File: src/design/synth_pkg.sv
/*
  shared types, constants and tone tables for the keyboard synthesizer core
  every block refers to these by scoped name
*/
package synth_pkg;

    localparam int NOTE_KEYS      = 7;
    localparam int LEN_KEYS       = 4;
    localparam int REC_DEPTH_BITS = 3;
    localparam int SONG_IDX_BITS  = 4;

    typedef logic [2:0] octave_t;

    // middle octave, used at reset and as the table base
    localparam octave_t OCT_RESET = 3'd4;
    localparam octave_t OCT_MAX   = 3'd7;

    typedef enum logic [2:0] {
        note_do, note_re, note_mi, note_fa, note_sol, note_la, note_ti, note_rest
    } note_t;

    typedef enum logic [1:0] {
        len_quarter, len_half, len_whole, len_double
    } len_t;

    typedef enum logic [2:0] {
        mode_idle, mode_free, mode_song, mode_rec_write, mode_rec_read
    } mode_t;

    // one tone, 8 bits
    typedef struct packed {
        octave_t octave;
        note_t   note;
        len_t    len;
    } tone_t;

    // half period in clock cycles, zero for a rest
    function automatic logic [15:0] half_period(input note_t n, input octave_t oct);
        logic [15:0] base;
        case (n)
            note_do:  base = 16'd15;
            note_re:  base = 16'd13;
            note_mi:  base = 16'd12;
            note_fa:  base = 16'd11;
            note_sol: base = 16'd10;
            note_la:  base = 16'd9;
            note_ti:  base = 16'd8;
            default:  base = 16'd0;
        endcase
        // higher octave halves, lower octave doubles
        if (oct >= OCT_RESET)
            half_period = base >> (oct - OCT_RESET);
        else
            half_period = base << (OCT_RESET - oct);
    endfunction

    // duration in ticks of TICKS_PER_UNIT
    function automatic logic [3:0] length_units(input len_t l);
        case (l)
            len_quarter: length_units = 4'd1;
            len_half:    length_units = 4'd2;
            len_whole:   length_units = 4'd4;
            default:     length_units = 4'd8;
        endcase
    endfunction

endpackage

File: src/design/key_entry.sv
/*
  key entry, turns note, length and octave buttons into the current tone
  choice; the last pressed note and length are held, octave is clamped
*/
`timescale 1ns/1ps

module key_entry (
    input  logic                            clk,
    input  logic                            rst_n,
    input  logic [synth_pkg::NOTE_KEYS-1:0] note_key,
    input  logic [synth_pkg::LEN_KEYS-1:0]  length_key,
    input  logic                            oct_up,
    input  logic                            oct_down,
    output synth_pkg::tone_t                key_tone
);

    logic               up_q;
    logic               down_q;
    logic               up_edge;
    logic               down_edge;
    synth_pkg::note_t   note_sel;
    synth_pkg::len_t    len_sel;

    assign up_edge   = oct_up && !up_q;
    assign down_edge = oct_down && !down_q;

    // lowest set key wins, otherwise keep the previous choice
    always_comb begin
        note_sel = key_tone.note;
        len_sel  = key_tone.len;
        for (int i = synth_pkg::NOTE_KEYS - 1; i >= 0; i--) begin
            if (note_key[i])
                note_sel = synth_pkg::note_t'(i);
        end
        for (int j = synth_pkg::LEN_KEYS - 1; j >= 0; j--) begin
            if (length_key[j])
                len_sel = synth_pkg::len_t'(j);
        end
    end

    always_ff @(posedge clk or negedge rst_n) begin
        if (!rst_n) begin
            up_q            <= 1'b0;
            down_q          <= 1'b0;
            key_tone.octave <= synth_pkg::OCT_RESET;
            key_tone.note   <= synth_pkg::note_rest;
            key_tone.len    <= synth_pkg::len_quarter;
        end else begin
            up_q          <= oct_up;
            down_q        <= oct_down;
            key_tone.note <= note_sel;
            key_tone.len  <= len_sel;
            // both edges at once cancel out
            if (up_edge && !down_edge && key_tone.octave != synth_pkg::OCT_MAX)
                key_tone.octave <= key_tone.octave + 3'd1;
            else if (down_edge && !up_edge && key_tone.octave != 3'd0)
                key_tone.octave <= key_tone.octave - 3'd1;
        end
    end

    // octave moves one step at a time and never wraps past 0 or 7
    a_oct_step: assert property (@(posedge clk) disable iff (!rst_n)
        key_tone.octave != $past(key_tone.octave) |->
            (int'(key_tone.octave) - int'($past(key_tone.octave))) inside {1, -1});

endmodule

File: src/design/note_recorder.sv
/*
  small tone memory for record and replay; synchronous write, read by
  address at all times; count holds the number of valid entries
*/
`timescale 1ns/1ps

module note_recorder #(
    parameter int DEPTH_BITS = 3
) (
    input  logic                  clk,
    input  logic                  rst_n,
    input  logic                  wr_en,
    input  logic [DEPTH_BITS-1:0] wr_addr,
    input  synth_pkg::tone_t      wr_tone,
    input  logic [DEPTH_BITS-1:0] rd_addr,
    output synth_pkg::tone_t      rd_tone,
    output logic [DEPTH_BITS:0]   count
);

    synth_pkg::tone_t mem [2**DEPTH_BITS];

    always_ff @(posedge clk) begin
        if (wr_en)
            mem[wr_addr] <= wr_tone;
    end

    assign rd_tone = mem[rd_addr];

    // highest written address plus one, so it saturates at the depth
    always_ff @(posedge clk or negedge rst_n) begin
        if (!rst_n) begin
            count <= '0;
        end else if (wr_en && {1'b0, wr_addr} >= count) begin
            count <= {1'b0, wr_addr} + 1'b1;
        end
    end

endmodule

File: src/design/song_rom.sv
/*
  built-in song table, combinational; gives the tone for a song number and
  step index plus the song's last index; song 0 is empty
*/
`timescale 1ns/1ps

module song_rom (
    input  logic [1:0]                          song,
    input  logic [synth_pkg::SONG_IDX_BITS-1:0] idx,
    output synth_pkg::tone_t                    song_tone,
    output logic [synth_pkg::SONG_IDX_BITS-1:0] last_idx
);

    function automatic synth_pkg::tone_t mk(input synth_pkg::octave_t o,
                                            input synth_pkg::note_t n,
                                            input synth_pkg::len_t l);
        mk = '{octave: o, note: n, len: l};
    endfunction

    always_comb begin
        // rest outside any song
        song_tone = mk(synth_pkg::OCT_RESET, synth_pkg::note_rest, synth_pkg::len_quarter);
        last_idx  = '0;
        case (song)
            2'd1: begin
                last_idx = 4'd6;
                case (idx)
                    4'd0: song_tone = mk(3'd4, synth_pkg::note_do, synth_pkg::len_quarter);
                    4'd1: song_tone = mk(3'd4, synth_pkg::note_do, synth_pkg::len_quarter);
                    4'd2: song_tone = mk(3'd4, synth_pkg::note_sol, synth_pkg::len_quarter);
                    4'd3: song_tone = mk(3'd4, synth_pkg::note_sol, synth_pkg::len_quarter);
                    4'd4: song_tone = mk(3'd4, synth_pkg::note_la, synth_pkg::len_quarter);
                    4'd5: song_tone = mk(3'd4, synth_pkg::note_la, synth_pkg::len_quarter);
                    4'd6: song_tone = mk(3'd4, synth_pkg::note_sol, synth_pkg::len_half);
                    default: ;
                endcase
            end
            2'd2: begin
                last_idx = 4'd6;
                case (idx)
                    4'd0: song_tone = mk(3'd4, synth_pkg::note_mi, synth_pkg::len_quarter);
                    4'd1: song_tone = mk(3'd4, synth_pkg::note_re, synth_pkg::len_quarter);
                    4'd2: song_tone = mk(3'd4, synth_pkg::note_do, synth_pkg::len_quarter);
                    4'd3: song_tone = mk(3'd4, synth_pkg::note_re, synth_pkg::len_quarter);
                    4'd4: song_tone = mk(3'd4, synth_pkg::note_mi, synth_pkg::len_quarter);
                    4'd5: song_tone = mk(3'd4, synth_pkg::note_rest, synth_pkg::len_quarter);
                    4'd6: song_tone = mk(3'd4, synth_pkg::note_mi, synth_pkg::len_half);
                    default: ;
                endcase
            end
            2'd3: begin
                last_idx = 4'd4;
                case (idx)
                    4'd0: song_tone = mk(3'd4, synth_pkg::note_do, synth_pkg::len_quarter);
                    4'd1: song_tone = mk(3'd4, synth_pkg::note_re, synth_pkg::len_quarter);
                    4'd2: song_tone = mk(3'd4, synth_pkg::note_mi, synth_pkg::len_half);
                    4'd3: song_tone = mk(3'd5, synth_pkg::note_fa, synth_pkg::len_half);
                    4'd4: song_tone = mk(3'd5, synth_pkg::note_sol, synth_pkg::len_whole);
                    default: ;
                endcase
            end
            default: ;
        endcase
    end

endmodule

File: src/design/steady_ctrl.sv
/*
  steady mode controller; detects hit edges, picks the mode and tone
  source, starts tones, steps the song and recorder indices and lights
  the goal note and length LEDs in song mode
*/
`timescale 1ns/1ps

module steady_ctrl (
    input  logic                                 clk,
    input  logic                                 rst_n,
    input  logic                                 en,
    input  logic                                 hit,
    input  logic                                 is_record,
    input  logic                                 is_rw,
    input  logic [1:0]                           song,
    input  synth_pkg::tone_t                     key_tone,
    input  logic                                 busy,
    input  synth_pkg::tone_t                     song_tone,
    input  logic [synth_pkg::SONG_IDX_BITS-1:0]  last_idx,
    input  synth_pkg::tone_t                     rd_tone,
    input  logic [synth_pkg::REC_DEPTH_BITS:0]   count,
    output logic                                 start,
    output synth_pkg::tone_t                     play_tone,
    output logic [synth_pkg::SONG_IDX_BITS-1:0]  song_idx,
    output logic                                 rec_wr_en,
    output logic [synth_pkg::REC_DEPTH_BITS-1:0] rec_addr,
    output logic [synth_pkg::NOTE_KEYS-1:0]      note_led,
    output logic [synth_pkg::LEN_KEYS-1:0]       length_led
);

    synth_pkg::mode_t mode;
    synth_pkg::mode_t mode_q;
    logic [1:0]       song_q;
    logic             hit_sync;
    logic             hit_prev;
    logic             play;
    logic             busy_q;
    logic             pending;
    logic             own_tone;
    logic             restart;
    logic             end_event;
    logic             auto_next;

    always_comb begin
        if (!en)
            mode = synth_pkg::mode_idle;
        else if (!is_record)
            mode = (song != 2'd0) ? synth_pkg::mode_song : synth_pkg::mode_free;
        else
            mode = is_rw ? synth_pkg::mode_rec_write : synth_pkg::mode_rec_read;
    end

    // new mode or new song restarts the sequence
    assign restart   = (mode != mode_q) || (song != song_q);
    assign auto_next = (mode == synth_pkg::mode_song) || (mode == synth_pkg::mode_rec_read);
    // busy falling on a tone this block auto-started
    assign end_event = own_tone && busy_q && !busy;

    always_comb begin
        case (mode_q)
            synth_pkg::mode_free,
            synth_pkg::mode_rec_write: start = play;
            synth_pkg::mode_song:      start = pending && !busy;
            synth_pkg::mode_rec_read:  start = pending && !busy && (count != '0);
            default:                   start = 1'b0;
        endcase
        // nothing starts while the mode or song is changing
        if (restart)
            start = 1'b0;
    end

    // only a start the tone generator accepts is recorded
    assign rec_wr_en = start && !busy && (mode_q == synth_pkg::mode_rec_write);

    always_comb begin
        case (mode_q)
            synth_pkg::mode_song:     play_tone = song_tone;
            synth_pkg::mode_rec_read: play_tone = rd_tone;
            default:                  play_tone = key_tone;
        endcase
    end

    // one-hot goal LEDs that stay dark outside song mode
    always_comb begin
        note_led   = '0;
        length_led = '0;
        if (mode_q == synth_pkg::mode_song) begin
            if (song_tone.note != synth_pkg::note_rest)
                note_led[song_tone.note] = 1'b1;
            length_led[song_tone.len] = 1'b1;
        end
    end

    always_ff @(posedge clk or negedge rst_n) begin
        if (!rst_n) begin
            hit_sync <= 1'b0;
            hit_prev <= 1'b0;
            play     <= 1'b0;
            busy_q   <= 1'b0;
            mode_q   <= synth_pkg::mode_idle;
            song_q   <= 2'd0;
            pending  <= 1'b0;
            own_tone <= 1'b0;
            song_idx <= '0;
            rec_addr <= '0;
        end else begin
            // sync flop then registered rising edge
            hit_sync <= hit;
            hit_prev <= hit_sync;
            play     <= hit_sync && !hit_prev;
            busy_q   <= busy;
            mode_q   <= mode;
            song_q   <= song;
            if (restart) begin
                song_idx <= '0;
                rec_addr <= '0;
                own_tone <= 1'b0;
                pending  <= auto_next;
            end else begin
                if (start) begin
                    pending  <= 1'b0;
                    own_tone <= (mode_q == synth_pkg::mode_song) ||
                                (mode_q == synth_pkg::mode_rec_read);
                end else if (end_event) begin
                    own_tone <= 1'b0;
                    pending  <= 1'b1;
                end
                // write address wraps at 8 on its own
                if (rec_wr_en)
                    rec_addr <= rec_addr + 1'b1;
                if (end_event && mode_q == synth_pkg::mode_song)
                    song_idx <= (song_idx == last_idx) ? '0 : song_idx + 1'b1;
                if (end_event && mode_q == synth_pkg::mode_rec_read)
                    rec_addr <= ({1'b0, rec_addr} == count - 1'b1) ? '0 : rec_addr + 1'b1;
            end
        end
    end

    // nothing starts or records once en drops
    a_idle_quiet: assert property (@(posedge clk) disable iff (!rst_n)
        !en |-> !start && !rec_wr_en);

    // a start while idle is taken by the tone generator
    a_start_taken: assert property (@(posedge clk) disable iff (!rst_n)
        start && !busy |=> busy);

endmodule

File: src/design/synth_top.sv
/*
  keyboard synthesizer core top level; wires key entry, controller, tone
  generator, song ROM and recorder; TICKS_PER_UNIT sets the quarter length
*/
`timescale 1ns/1ps

module synth_top #(
    parameter int TICKS_PER_UNIT = 64
) (
    input  logic                            clk,
    input  logic                            rst_n,
    input  logic                            en,
    input  logic                            hit,
    input  logic                            oct_up,
    input  logic                            oct_down,
    input  logic [synth_pkg::NOTE_KEYS-1:0] note_key,
    input  logic [synth_pkg::LEN_KEYS-1:0]  length_key,
    input  logic [1:0]                      song,
    input  logic                            is_record,
    input  logic                            is_rw,
    output logic [synth_pkg::NOTE_KEYS-1:0] note_led,
    output logic [synth_pkg::LEN_KEYS-1:0]  length_led,
    output logic                            busy,
    output logic                            buzzer
);

    synth_pkg::tone_t                     key_tone;
    synth_pkg::tone_t                     play_tone;
    synth_pkg::tone_t                     song_tone;
    synth_pkg::tone_t                     rd_tone;
    logic [synth_pkg::SONG_IDX_BITS-1:0]  song_idx;
    logic [synth_pkg::SONG_IDX_BITS-1:0]  last_idx;
    logic [synth_pkg::REC_DEPTH_BITS-1:0] rec_addr;
    logic [synth_pkg::REC_DEPTH_BITS:0]   count;
    logic                                 start;
    logic                                 rec_wr_en;

    key_entry u_key_entry (
        .clk(clk), .rst_n(rst_n), .note_key(note_key), .length_key(length_key),
        .oct_up(oct_up), .oct_down(oct_down), .key_tone(key_tone)
    );

    steady_ctrl u_steady_ctrl (
        .clk(clk), .rst_n(rst_n), .en(en), .hit(hit), .is_record(is_record),
        .is_rw(is_rw), .song(song), .key_tone(key_tone), .busy(busy),
        .song_tone(song_tone), .last_idx(last_idx), .rd_tone(rd_tone), .count(count),
        .start(start), .play_tone(play_tone), .song_idx(song_idx),
        .rec_wr_en(rec_wr_en), .rec_addr(rec_addr),
        .note_led(note_led), .length_led(length_led)
    );

    tone_gen #(.TICKS_PER_UNIT(TICKS_PER_UNIT)) u_tone_gen (
        .clk(clk), .rst_n(rst_n), .start(start), .play_tone(play_tone),
        .busy(busy), .buzzer(buzzer)
    );

    song_rom u_song_rom (
        .song(song), .idx(song_idx), .song_tone(song_tone), .last_idx(last_idx)
    );

    // one address serves both record and replay
    note_recorder #(.DEPTH_BITS(synth_pkg::REC_DEPTH_BITS)) u_note_recorder (
        .clk(clk), .rst_n(rst_n), .wr_en(rec_wr_en), .wr_addr(rec_addr),
        .wr_tone(play_tone), .rd_addr(rec_addr), .rd_tone(rd_tone), .count(count)
    );

endmodule

File: src/design/tone_gen.sv
/*
  square wave tone generator; a start strobe while idle latches the tone,
  then busy is held for the tone length and the buzzer toggles at the
  note's half period; starts while busy are dropped
*/
`timescale 1ns/1ps

module tone_gen #(
    parameter int TICKS_PER_UNIT = 64
) (
    input  logic             clk,
    input  logic             rst_n,
    input  logic             start,
    input  synth_pkg::tone_t play_tone,
    output logic             busy,
    output logic             buzzer
);

    localparam int DUR_BITS = $clog2(8 * TICKS_PER_UNIT);

    synth_pkg::tone_t    cur_tone;
    logic [DUR_BITS-1:0] dur_cnt;
    logic [DUR_BITS-1:0] dur_load;
    logic [15:0]         hp;
    logic [15:0]         hp_cnt;
    logic                hp_done;

    // cycles minus one, so busy lasts exactly units * ticks
    assign dur_load = DUR_BITS'(synth_pkg::length_units(play_tone.len) * TICKS_PER_UNIT - 1);

    assign hp      = synth_pkg::half_period(cur_tone.note, cur_tone.octave);
    // rest has hp of zero and never toggles
    assign hp_done = (hp != 16'd0) && (hp_cnt == hp - 16'd1);

    // latched tone, only read while busy
    always_ff @(posedge clk) begin
        if (start && !busy)
            cur_tone <= play_tone;
    end

    always_ff @(posedge clk or negedge rst_n) begin
        if (!rst_n) begin
            busy    <= 1'b0;
            buzzer  <= 1'b0;
            dur_cnt <= '0;
            hp_cnt  <= '0;
        end else if (!busy) begin
            buzzer <= 1'b0;
            if (start) begin
                busy    <= 1'b1;
                dur_cnt <= dur_load;
                hp_cnt  <= '0;
            end
        end else if (dur_cnt == '0) begin
            // end of tone
            busy   <= 1'b0;
            buzzer <= 1'b0;
        end else begin
            dur_cnt <= dur_cnt - 1'b1;
            if (hp_done) begin
                buzzer <= !buzzer;
                hp_cnt <= '0;
            end else begin
                hp_cnt <= hp_cnt + 16'd1;
            end
        end
    end

    a_quiet_idle: assert property (@(posedge clk) disable iff (!rst_n)
        !busy |-> !buzzer);

    // a start mid tone neither restarts nor stretches it
    a_start_dropped: assert property (@(posedge clk) disable iff (!rst_n)
        busy && start && dur_cnt != '0 |=>
            busy && dur_cnt == $past(dur_cnt) - 1'b1 && cur_tone == $past(cur_tone));

endmodule

File: config.mk
export PLATFORM = sky130hd
export DESIGN_NAME = synth_top
export DESIGN_NICKNAME = d
export VERILOG_FILES = /design/src/design/synth_pkg.sv /design/src/design/key_entry.sv /design/src/design/note_recorder.sv /design/src/design/song_rom.sv /design/src/design/steady_ctrl.sv /design/src/design/synth_top.sv /design/src/design/tone_gen.sv
export SDC_FILE = /design/constraint.sdc
export NUM_CORES = 1
export LEC_CHECK = 0
export ABC_AREA = 1
export BUFFER_PORTS_ARGS = -buffer_cell sky130_fd_sc_hd__buf_2
export CORE_MARGIN = 4
export CORE_UTILIZATION = 60
export CTS_BUF_LIST = sky130_fd_sc_hd__clkbuf_4
export CTS_CLUSTER_SIZE = 30
export DETAILED_ROUTE_END_ITERATION = 10
export PLACE_DENSITY = 0.86
export SYNTH_ARGS = -nofsm -noshare
export SYNTH_HDL_FRONTEND = slang
export SYNTH_SLANG_ARGS = --single-unit
export TNS_END_PERCENT = 1
File: constraint.sdc
create_clock -name clk -period 3.9 [get_ports clk]
set_input_delay 0.39 -clock clk [delete_from_list [all_inputs] [get_ports clk]]
set_output_delay 0.39 -clock clk [all_outputs]
set_load 0.01 [all_outputs]
==> results.cfg, run 1 <==
[run_status]
status = complete, no violations

[sta]
setup_ws_ns = 0.5613
setup_violations = 0
finalSetupTns_ns = 0
worst_pin_slew_ns = 1.064
period_needed_ns = 3.339
skew_ns = 0.02366
max_freq_ghz = 0.2995
max-slew-margin-rel_pct = 29.09
slew_viol_final = 0
rsz0062_at_grt = no
post-route-period-util_pct = 85.61
finalHoldViolations = 0

[critical_path]
critPathKind = in2reg
crit_required_ns = 4.05
cp-start-kind = input port
critical_path_arrival_ns = 3.49
timing.critical_path.fanout_max = 10
cp-end-kind = register

[logic_synthesis]
syn_area_mm2 = 0.007293
syn_avg_cell_area_um2 = 8.641
yosys_warnings = 0
syn-num-nets = 885
synth.distinct_cells = 54
synthCells = 844
yosysSeqAreaShare_pct = 49.13
yosys_most_used_dff = edfxtp_1
synth-seq-cells = 129
synth_edf_count = 70
postSynth.asyncResetShare_pct = 45.74

[grt]
grt_pass1_vias = 5820
antenna_found_initial = 1
grt_first_pass_wirelength_mm = 27.35
gr-total-overflow = 0
grt_use_total_pct = 24.09
grt_max_degree = 36

[cells_and_area]
drive_above_1_share_pct = 13.93
syn_to_final_growth_pct = 10.52
fin_nets = 947
layout.cells.non_filler = 1067
fillCellCount = 880
fin_util_pct = 67.38

[clock_network]
cts_resized = 0
insertion_delay_ns = 0.53
htree_levels = 4
numCtsBuffers = 17
cts_tree = done
postCtsHoldBufs = 6
cts.sinks = 129
cts_setup_buffers = 0
clk_path_buf_depth = 2
clkTransAtPathRegs_ns = 0.11
root_buffer = clkbuf_4

[placed_design]
post-place-cells = 1028
place_congestion = 0.9604
port_buffers = 33
hpwlAfterDp_mm = 12.05
dp_slack_ns = 0.6227

[power]
power_density_mw_per_mm2 = 342.5
leakagePower_nw = 3.639
peakVddDrop_v = 0.0002278

[detailed_routing]
vias = 6080
vias_per_cell = 5.698
first_pass_iters = 8
drc = 0
ant_nets = 0
dr.first_iter.drc_count = 599
wl_mm = 16.32
wl_per_cell_um = 15.29

[die]
io_pins = 34
die_area_mm2 = 0.01398
die_x_um = 118.3
die_h_um = 118.3
initial_core_util_pct = 60.97
design.core.area_mm2 = 0.01196
num_rows = 40

[worst_hold_path]
hold_class = in2reg

[job]
maxCapViolCount = 0
## metal layers
metal	share of wire [%]	vias to the layer above	global-route usage, %	wire [µm]
met1	42	2800	31.87	6821
li1	-	2964	-	-
met5	0	-	0	0
met3	7.0	43	4.067	1144
met4	2.3	0	8.645	380
met2	49	273	40.19	7970
## stage by stage
stage,power (W),area [µm²],hold slack (ns)
2_1_floorplan,0.001701,7293,0.09441
3_3_place_gp,0.001801,7687,0.3606
3_5_place_dp,0.001814,7687,0.3638
4_1_cts,0.002763,8058,0.005380
5_1_grt,0.002862,8060,0.0009697
6_report,0.002761,8060,0.03692
## power breakdown
part	switching (W)	total, W	internal, W	leakage (nW)
logic	0.000179	0.000259	0.0000796	2.11
registers	0.0000261	0.00154	0.00151	1.37
clock network	0.000513	0.000965	0.000453	0.162
## cell families after synthesis
| family | Yosys count | synth area share [%] |
|---|---|---|
| XOR/XNOR | 30 | 3.791 |
| AO/OA/AOI/OAI | 97 | 8.561 |
| adder cells (fa/ha/maj) | 20 | 3.534 |
| flip-flops | 129 | 49.13 |
| multiplexers | 1 | 0.1373 |
| buffers and inverters | 129 | 6.794 |
| AND/OR/NAND/NOR | 438 | 28.05 |
## placed cells by master, fill, tap and decap left out, types with 3 or more instances in the layout
| cell type | netlist | layout |
|---|---|---|
| a211oi_1 | 4 | 4 |
| a21oi_1 | 20 | 20 |
| a221oi_1 | 4 | 4 |
| a22oi_1 | 4 | 4 |
| buf_2 | 3 | 33 |
| buf_4 | 0 | 11 |
| bufinv_16 | 0 | 3 |
| clkbuf_4 | 0 | 17 |
| clkinv_4 | 0 | 3 |
| dfrtp_1 | 55 | 55 |
| dfstp_2 | 4 | 4 |
| dlygate4sd3_1 | 0 | 6 |
| edfxtp_1 | 70 | 70 |
| ha_1 | 19 | 19 |
| inv_1 | 111 | 111 |
| inv_2 | 11 | 11 |
| inv_6 | 0 | 3 |
| nand2_1 | 208 | 208 |
| nand2_2 | 8 | 8 |
| nand3_1 | 64 | 64 |
| nand3_2 | 8 | 8 |
| nand3b_1 | 10 | 10 |
| nand4_1 | 17 | 17 |
| nor2_1 | 75 | 75 |
| nor2_2 | 6 | 6 |
| nor2_4 | 6 | 6 |
| nor3_1 | 22 | 22 |
| nor4_1 | 7 | 7 |
| o2111ai_1 | 6 | 6 |
| o211ai_1 | 5 | 5 |
| o21ai_0 | 24 | 24 |
| o21ai_1 | 5 | 5 |
| o22ai_1 | 6 | 6 |
| xnor2_1 | 6 | 6 |
| xor2_1 | 23 | 23 |
## critical path: stages
cell and delay [ns]:
dlygate4sd3_1 0.53, buf_2 0.14, inv_1 0.12, ha_1 0.33, inv_2 0.12, a21oi_2 0.18
xor2_1 0.19, nand3_2 0.17, nor2_2 0.17, nand2_2 0.14, nor4_2 0.25, inv_2 0.17
nor2_1 0.57
## sequential cells by signal, summed over array words and instances (netlist names), 2 cells and up
name and flops:
u_steady_ctrl.mode_q 3, u_note_recorder.count 4, u_steady_ctrl.song_idx 4, u_steady_ctrl.rec_addr 3
u_tone_gen.hp_cnt 16, u_steady_ctrl.song_q 2, u_key_entry.key_tone 8, u_tone_gen.dur_cnt 9
u_tone_gen.cur_tone 6, u_note_recorder.mem 64
## final timing paths
check / from / to / slack [ns] / cells past startpoint
worst max-delay path: song[0] / u_note_recorder.mem[6][5] / 0.56 / 13
worst min-delay path: length_key[0] / u_key_entry.key_tone[0] / 0.04 / 2
worst max register to register: u_tone_gen.cur_tone[5] / u_tone_gen.hp_cnt[5] / 0.67 / 18
worst min register to register: u_steady_ctrl.hit_sync / u_steady_ctrl.hit_prev / 0.39 / 0
max in group asynchronous: rst_n / u_key_entry.key_tone[3] / 2.54 / 3
min in group asynchronous: rst_n / u_tone_gen.hp_cnt[13] / 0.47 / 2
## final cells by class
cell class | instances | area (µm²) | area share, %
clock inverters | 15 | 182.7 | 2.266
clock buffers | 17 | 127.6 | 1.583
flip-flops and latches | 129 | 3583 | 44.46
repair buffers | 50 | 307.8 | 3.819
well taps | 147 | 183.9 | 2.282
inverters | 122 | 457.9 | 5.681
diodes | 1 | 2.502 | 0.03105
multi-input cells | 586 | 3214 | 39.88
## Yosys cell counts (7+ instances only)
| cell type | count | share of area (%) |
|---|---|---|
| nor3_1 | 22 | 1.5 |
| inv_2 | 11 | 0.57 |
| nor2_1 | 75 | 3.9 |
| nand2_1 | 208 | 11 |
| nand3b_1 | 10 | 1.0 |
| nand3_2 | 8 | 1.1 |
| nand2_2 | 8 | 0.69 |
| nor4_1 | 7 | 0.60 |
| xor2_1 | 23 | 2.8 |
| o21ai_0 | 24 | 1.6 |
| inv_1 | 111 | 5.7 |
| edfxtp_1 | 70 | 29 |
| nand3_1 | 64 | 4.4 |
| a21oi_1 | 20 | 1.4 |
| ha_1 | 19 | 3.3 |
| nand4_1 | 17 | 1.5 |
| dfrtp_1 | 55 | 19 |
No activity file was read; power rests on OpenSTA's default activity.
==> inputs of run 2 (changes only) <==
Settings changed: CORE_UTILIZATION 60 to 30, CTS_BUF_LIST sky130_fd_sc_hd__clkbuf_4 to sky130_fd_sc_hd__clkbuf_8 sky130_fd_sc_hd__clkbuf_16, PLACE_DENSITY 0.86 to 0.53, SLEW_MARGIN set to 40.
==> run 2 against run 1 <==
Net effect: sequential power about the same; global-route usage down 10 points; clock power up 75%; via count down 4.8%; critical path type is now reg2reg; highest routed layer unchanged.
==> results.cfg, run 2 (synthesized netlist as in run 1, its figures left out) <==
[die]
io_pins = 34
design.core.area_mm2 = 0.02368
initial_core_util_pct = 30.80
die_x_um = 163.9
die_h_um = 163.9
die_area_mm2 = 0.02687
num_rows = 56

[sta]
skew_ns = 0.007516
worst_pin_slew_ns = 0.6711
setup_violations = 0
finalHoldViolations = 0
holdWs_ns = 0.07527
max-slew-margin-rel_pct = 55.10
max_freq_ghz = 0.3086
finalSetupTns_ns = 0
post-route-period-util_pct = 83.08
period_needed_ns = 3.240
slew_viol_final = 0
rsz0062_at_grt = no

[critical_path]
cp-start-kind = register
critPathKind = reg2reg
critical_path_arrival_ns = 3.54
crit_required_ns = 4.20
timing.critical_path.fanout_max = 14
cp-end-kind = register

[cells_and_area]
fin_nets = 946
top_regs = u_note_recorder.mem x64, u_tone_gen.hp_cnt x16, u_tone_gen.dur_cnt x9
final_common_cell = nand2_1
drive_above_1_share_pct = 14.92
syn_to_final_growth_pct = 18.03
antenna_cells = 0
final_cell_mix = nand2_1, inv_1, nor2_1
regMostFlops = u_note_recorder.mem
largest_reg_flops = 64

[placed_design]
port_buffers = 33
place_congestion = 0.8481
hpwlAfterDp_mm = 13.09

[run_status]
status = complete, no violations

[detailed_routing]
wl_mm = 17.60
first_pass_iters = 4
vias = 5790
vias_per_cell = 4.681
dr.first_iter.drc_count = 358
ant_nets = 0
drc = 0
wl_per_cell_um = 14.23

[clock_network]
clkTransAtPathRegs_ns = 0.06
cts_tree = done
htree_levels = 4
cts.sinks = 129
numCtsBuffers = 17
root_buffer = clkbuf_16
insertion_delay_ns = 0.42
clk_path_buf_depth = 2
cts_resized = 0

[job]
maxCapViolCount = 0

[grt]
antenna_found_initial = 0
grt_max_degree = 34
grt_pass1_vias = 5639
grt_use_total_pct = 13.87
gr-total-overflow = 0
grt_first_pass_wirelength_mm = 29.32

[power]
leakagePower_nw = 3.792
peakVddDrop_v = 0.0002969
power_density_mw_per_mm2 = 406.1

[worst_hold_path]
hold_class = in2reg
==> run 2: cell types whose count changed in the layout (fill, tap and decap cells not counted), sizes merged <==
cell,previous run,this run
clkbuf,17,18
dlygate4sd3,6,1
buf,44,48
diode,1,0
clkinv,6,4
bufinv,3,4
==> run 2: area by class of cell <==
| type | instances | area [µm²] |
|---|---|---|
| clock buffers | 18 | 439.2 |
| repair buffers | 49 | 290.3 |
| clock inverters | 14 | 187.7 |
| inverters | 122 | 457.9 |
| multi-input cells | 586 | 3251 |
| flip-flops and latches | 129 | 3583 |
| fillers | 2473 | 15070 |
| well taps | 319 | 399.1 |
==> run 2: what timing repair did <==
action                                 in CTS  in global routing
buffers inserted                            0                  0
hold buffers                                0                  1
endpoints found under the hold margin       0                 28
==> run 2: power by group <==
part,switching (W),total [W],internal [W]
clock,0.000602,0.00169,0.00109
combinational,0.000187,0.000269,0.0000821
sequential,0.0000258,0.00154,0.00151
==> run 2: through the flow <==
stage	instance area [µm²]	cells	utilization, %	total power, W	setup slack [ns]
CTS	8596	1236	36.30	0.003535	0.6548
finish	8608	1237	36.35	0.003496	0.6598
floorplan	7293	844	-	0.001701	0.7913
global route	8608	1237	36.35	0.003636	0.3255
detailed placement	7969	1204	33.65	0.001837	0.5787
global placement	7936	1202	33.51	0.001830	0.7472
==> run 2: final timing paths <==
path,start,endpoint,slack (ns),cells past startpoint
min,hit,u_steady_ctrl.hit_sync,0.08,1
min reg2reg,u_steady_ctrl.hit_sync,u_steady_ctrl.hit_prev,0.38,0
max,u_tone_gen.cur_tone[5],u_tone_gen.hp_cnt[9],0.66,18
min in group asynchronous,rst_n,u_steady_ctrl.hit_sync,0.46,2
max reg2reg,u_tone_gen.cur_tone[5],u_tone_gen.hp_cnt[9],0.66,18
max in group asynchronous,rst_n,u_tone_gen.dur_cnt[4],2.72,3
==> run 2: critical path, stage by stage (launching register included) <==
cell	delay (ns)
edfxtp_1	0.45
inv_2	0.10
ha_1	0.22
ha_1	0.34
nor2_4	0.19
nand2_1	0.11
nand2_2	0.13
inv_1	0.08
ha_1	0.23
nand3_1	0.18
nor2_4	0.09
nand3_2	0.13
nand2_1	0.07
nand2_1	0.08
nand2_1	0.07
nor2_2	0.15
nand4_4	0.25
nand3b_1	0.17
nand2_1	0.06
==> run 2: layer usage <==
metal | up-vias | track usage, % | wire length [µm]
met2 | 151 | 21.31 | 7866
met4 | 0 | 4.651 | 331
met3 | 25 | 2.961 | 951
met5 | - | 0 | 0
li1 | 2947 | - | -
met1 | 2667 | 19.50 | 8449
==> inputs of run 3 (changes only) <==
Settings changed: PLACE_DENSITY 0.53 to 0.54.
Clock period 3.9 ns to 2.95 ns, I/O delays scaled along.
==> run 3 against run 2 <==
Net effect: worst hold slack got worse by 0.044 ns; largest power group is now sequential cells; first-iteration DRC count is 40% higher; routed wire length up 1.5%; highest routed layer unchanged; largest cell class unchanged; final cell count increased by 2.7%; clock power grew 20%.
==> results.cfg, run 3 (synthesized netlist as in run 1, its figures left out) <==
[worst_hold_path]
hold_class = in2reg
hold_path_depth = 1
hp-start = song[0]
hold_path_end = u_steady_ctrl.song_q[0]

[cells_and_area]
largest_reg_flops = 64
fin_nets = 979
antenna_cells = 0
stdcell_area_mm2 = 0.008977
drive_above_1_share_pct = 20.19
final_common_cell = nand2_1
regMostFlops = u_note_recorder.mem
final_cell_mix = nand2_1, inv_1, nor2_1
syn_to_final_growth_pct = 23.09
top_regs = u_note_recorder.mem x64, u_tone_gen.hp_cnt x16, u_tone_gen.dur_cnt x9
layout.cells.non_filler = 1270
fillCellCount = 2435

[die]
io_pins = 34
die_area_mm2 = 0.02687
num_rows = 56
initial_core_util_pct = 30.80
die_x_um = 163.9
design.core.area_mm2 = 0.02368
die_h_um = 163.9

[critical_path]
timing.critical_path.fanout_max = 7
cp-start-kind = register
crit_required_ns = 3.25
crit_start = u_tone_gen.cur_tone[6]
r2r-end = u_tone_gen.hp_cnt[7]
critPathKind = reg2reg
reg2reg_setup_slack_ns = 0.20
rr_startpoint = u_tone_gen.cur_tone[6]
critical_path_arrival_ns = 3.05
cp-end-kind = register
worst-r2r-cell-count = 20

[sta]
slew_viol_final = 0
skew_ns = 0.008629
finalSetupTns_ns = 0
setup_violations = 0
worst_pin_slew_ns = 0.7168
max_freq_ghz = 0.3634
period_needed_ns = 2.752
setup_ws_ns = 0.1978
rsz0062_at_grt = yes
max-slew-margin-rel_pct = 52.16
post-route-period-util_pct = 93.29
finalHoldViolations = 0

[clock_network]
cts.sinks = 129
clk_path_buf_depth = 2
htree_levels = 4
insertion_delay_ns = 0.42
cts_tree = done
clkTransAtPathRegs_ns = 0.06
root_buffer = clkbuf_16
numCtsBuffers = 17

[detailed_routing]
ant_nets = 0
first_pass_iters = 5
drc = 0
wl_mm = 17.86
wl_per_cell_um = 14.06
vias = 5983
vias_per_cell = 4.711
dr.first_iter.drc_count = 501

[placed_design]
placed_cell_area_mm2 = 0.008147
post-place-cells = 1230
port_buffers = 33
dp_slack_ns = 0.003951
place_congestion = 0.8040
hpwlAfterDp_mm = 12.93

[power]
leakagePower_nw = 3.942
power_density_mw_per_mm2 = 491.1
peakVddDrop_v = 0.0003768

[job]
maxCapViolCount = 0

[grt]
grt_first_pass_wirelength_mm = 28.92
gr-total-overflow = 0
grt_max_degree = 60
grt_use_total_pct = 13.55
antenna_found_initial = 0
grt_pass1_vias = 5606

[run_status]
status = complete, no violations
## run 3: metrics by stage
step / util, % / power [W] / hold slack, ns
2_1_floorplan: - / 0.002249 / -0.0005911
3_3_place_gp: 34.40 / 0.002405 / 0.3600
3_5_place_dp: 34.40 / 0.002414 / 0.3590
4_1_cts: 37.01 / 0.004466 / 0.01026
5_1_grt: 37.91 / 0.004601 / 0.01598
6_report: 37.91 / 0.004409 / 0.03156
## run 3: worst max-delay path by stage
stage,endpoint
after floorplan,u_note_recorder.mem[0][0]
after global placement,u_tone_gen.hp_cnt[9]
after detailed placement,u_tone_gen.hp_cnt[7]
after CTS,u_tone_gen.hp_cnt[7]
after global routing,u_tone_gen.hp_cnt[4]
final,u_tone_gen.hp_cnt[7]
## run 3: final cells by class
cell class	count	area, µm²	area share, %
clock buffers	18	439.2	4.892
well taps	319	399.1	4.446
inverters	122	460.4	5.129
multi-input cells	587	3415	38.03
flip-flops and latches	129	3586	39.94
repair buffers	81	536.8	5.979
clock inverters	14	141.4	1.575
## run 3: what timing repair did
item | in CTS | in global routing
buffers inserted | 0 | 2
cloned | 0 | 1
setup endpoints to repair | 7 | 22
hold buffers | 3 | 1
gates resized for setup | 2 | 37
endpoints found under the hold margin | 3 | 5
pin swaps | 1 | 15
## run 3: power breakdown
| part | total (W) | switching (W) | internal [W] |
|---|---|---|---|
| sequential | 0.00203 | 0.0000325 | 0.00200 |
| clock | 0.00203 | 0.000767 | 0.00126 |
| combinational | 0.000350 | 0.000226 | 0.000124 |
## run 3: worst max-delay path: stages (launching register included)
cell,delay [ns]
edfxtp_1,0.34
inv_1,0.08
ha_4,0.17
ha_4,0.15
nor2_4,0.13
inv_4,0.06
nor2_4,0.12
nand4_1,0.09
nand2_1,0.10
inv_2,0.05
ha_4,0.26
xor2_2,0.14
nand3_2,0.09
inv_2,0.05
nand2_1,0.04
nor2_1,0.11
nand3_1,0.11
nor2_4,0.17
nand4_4,0.17
nand3b_1,0.13
nand2_1,0.05
## run 3: metal layers
metal | share of wire [%] | track usage [%]
met1 | 48 | 18.94
met2 | 47 | 21.48
met3 | 4.1 | 2.911
met4 | 1.3 | 3.469
met5 | 0 | 0
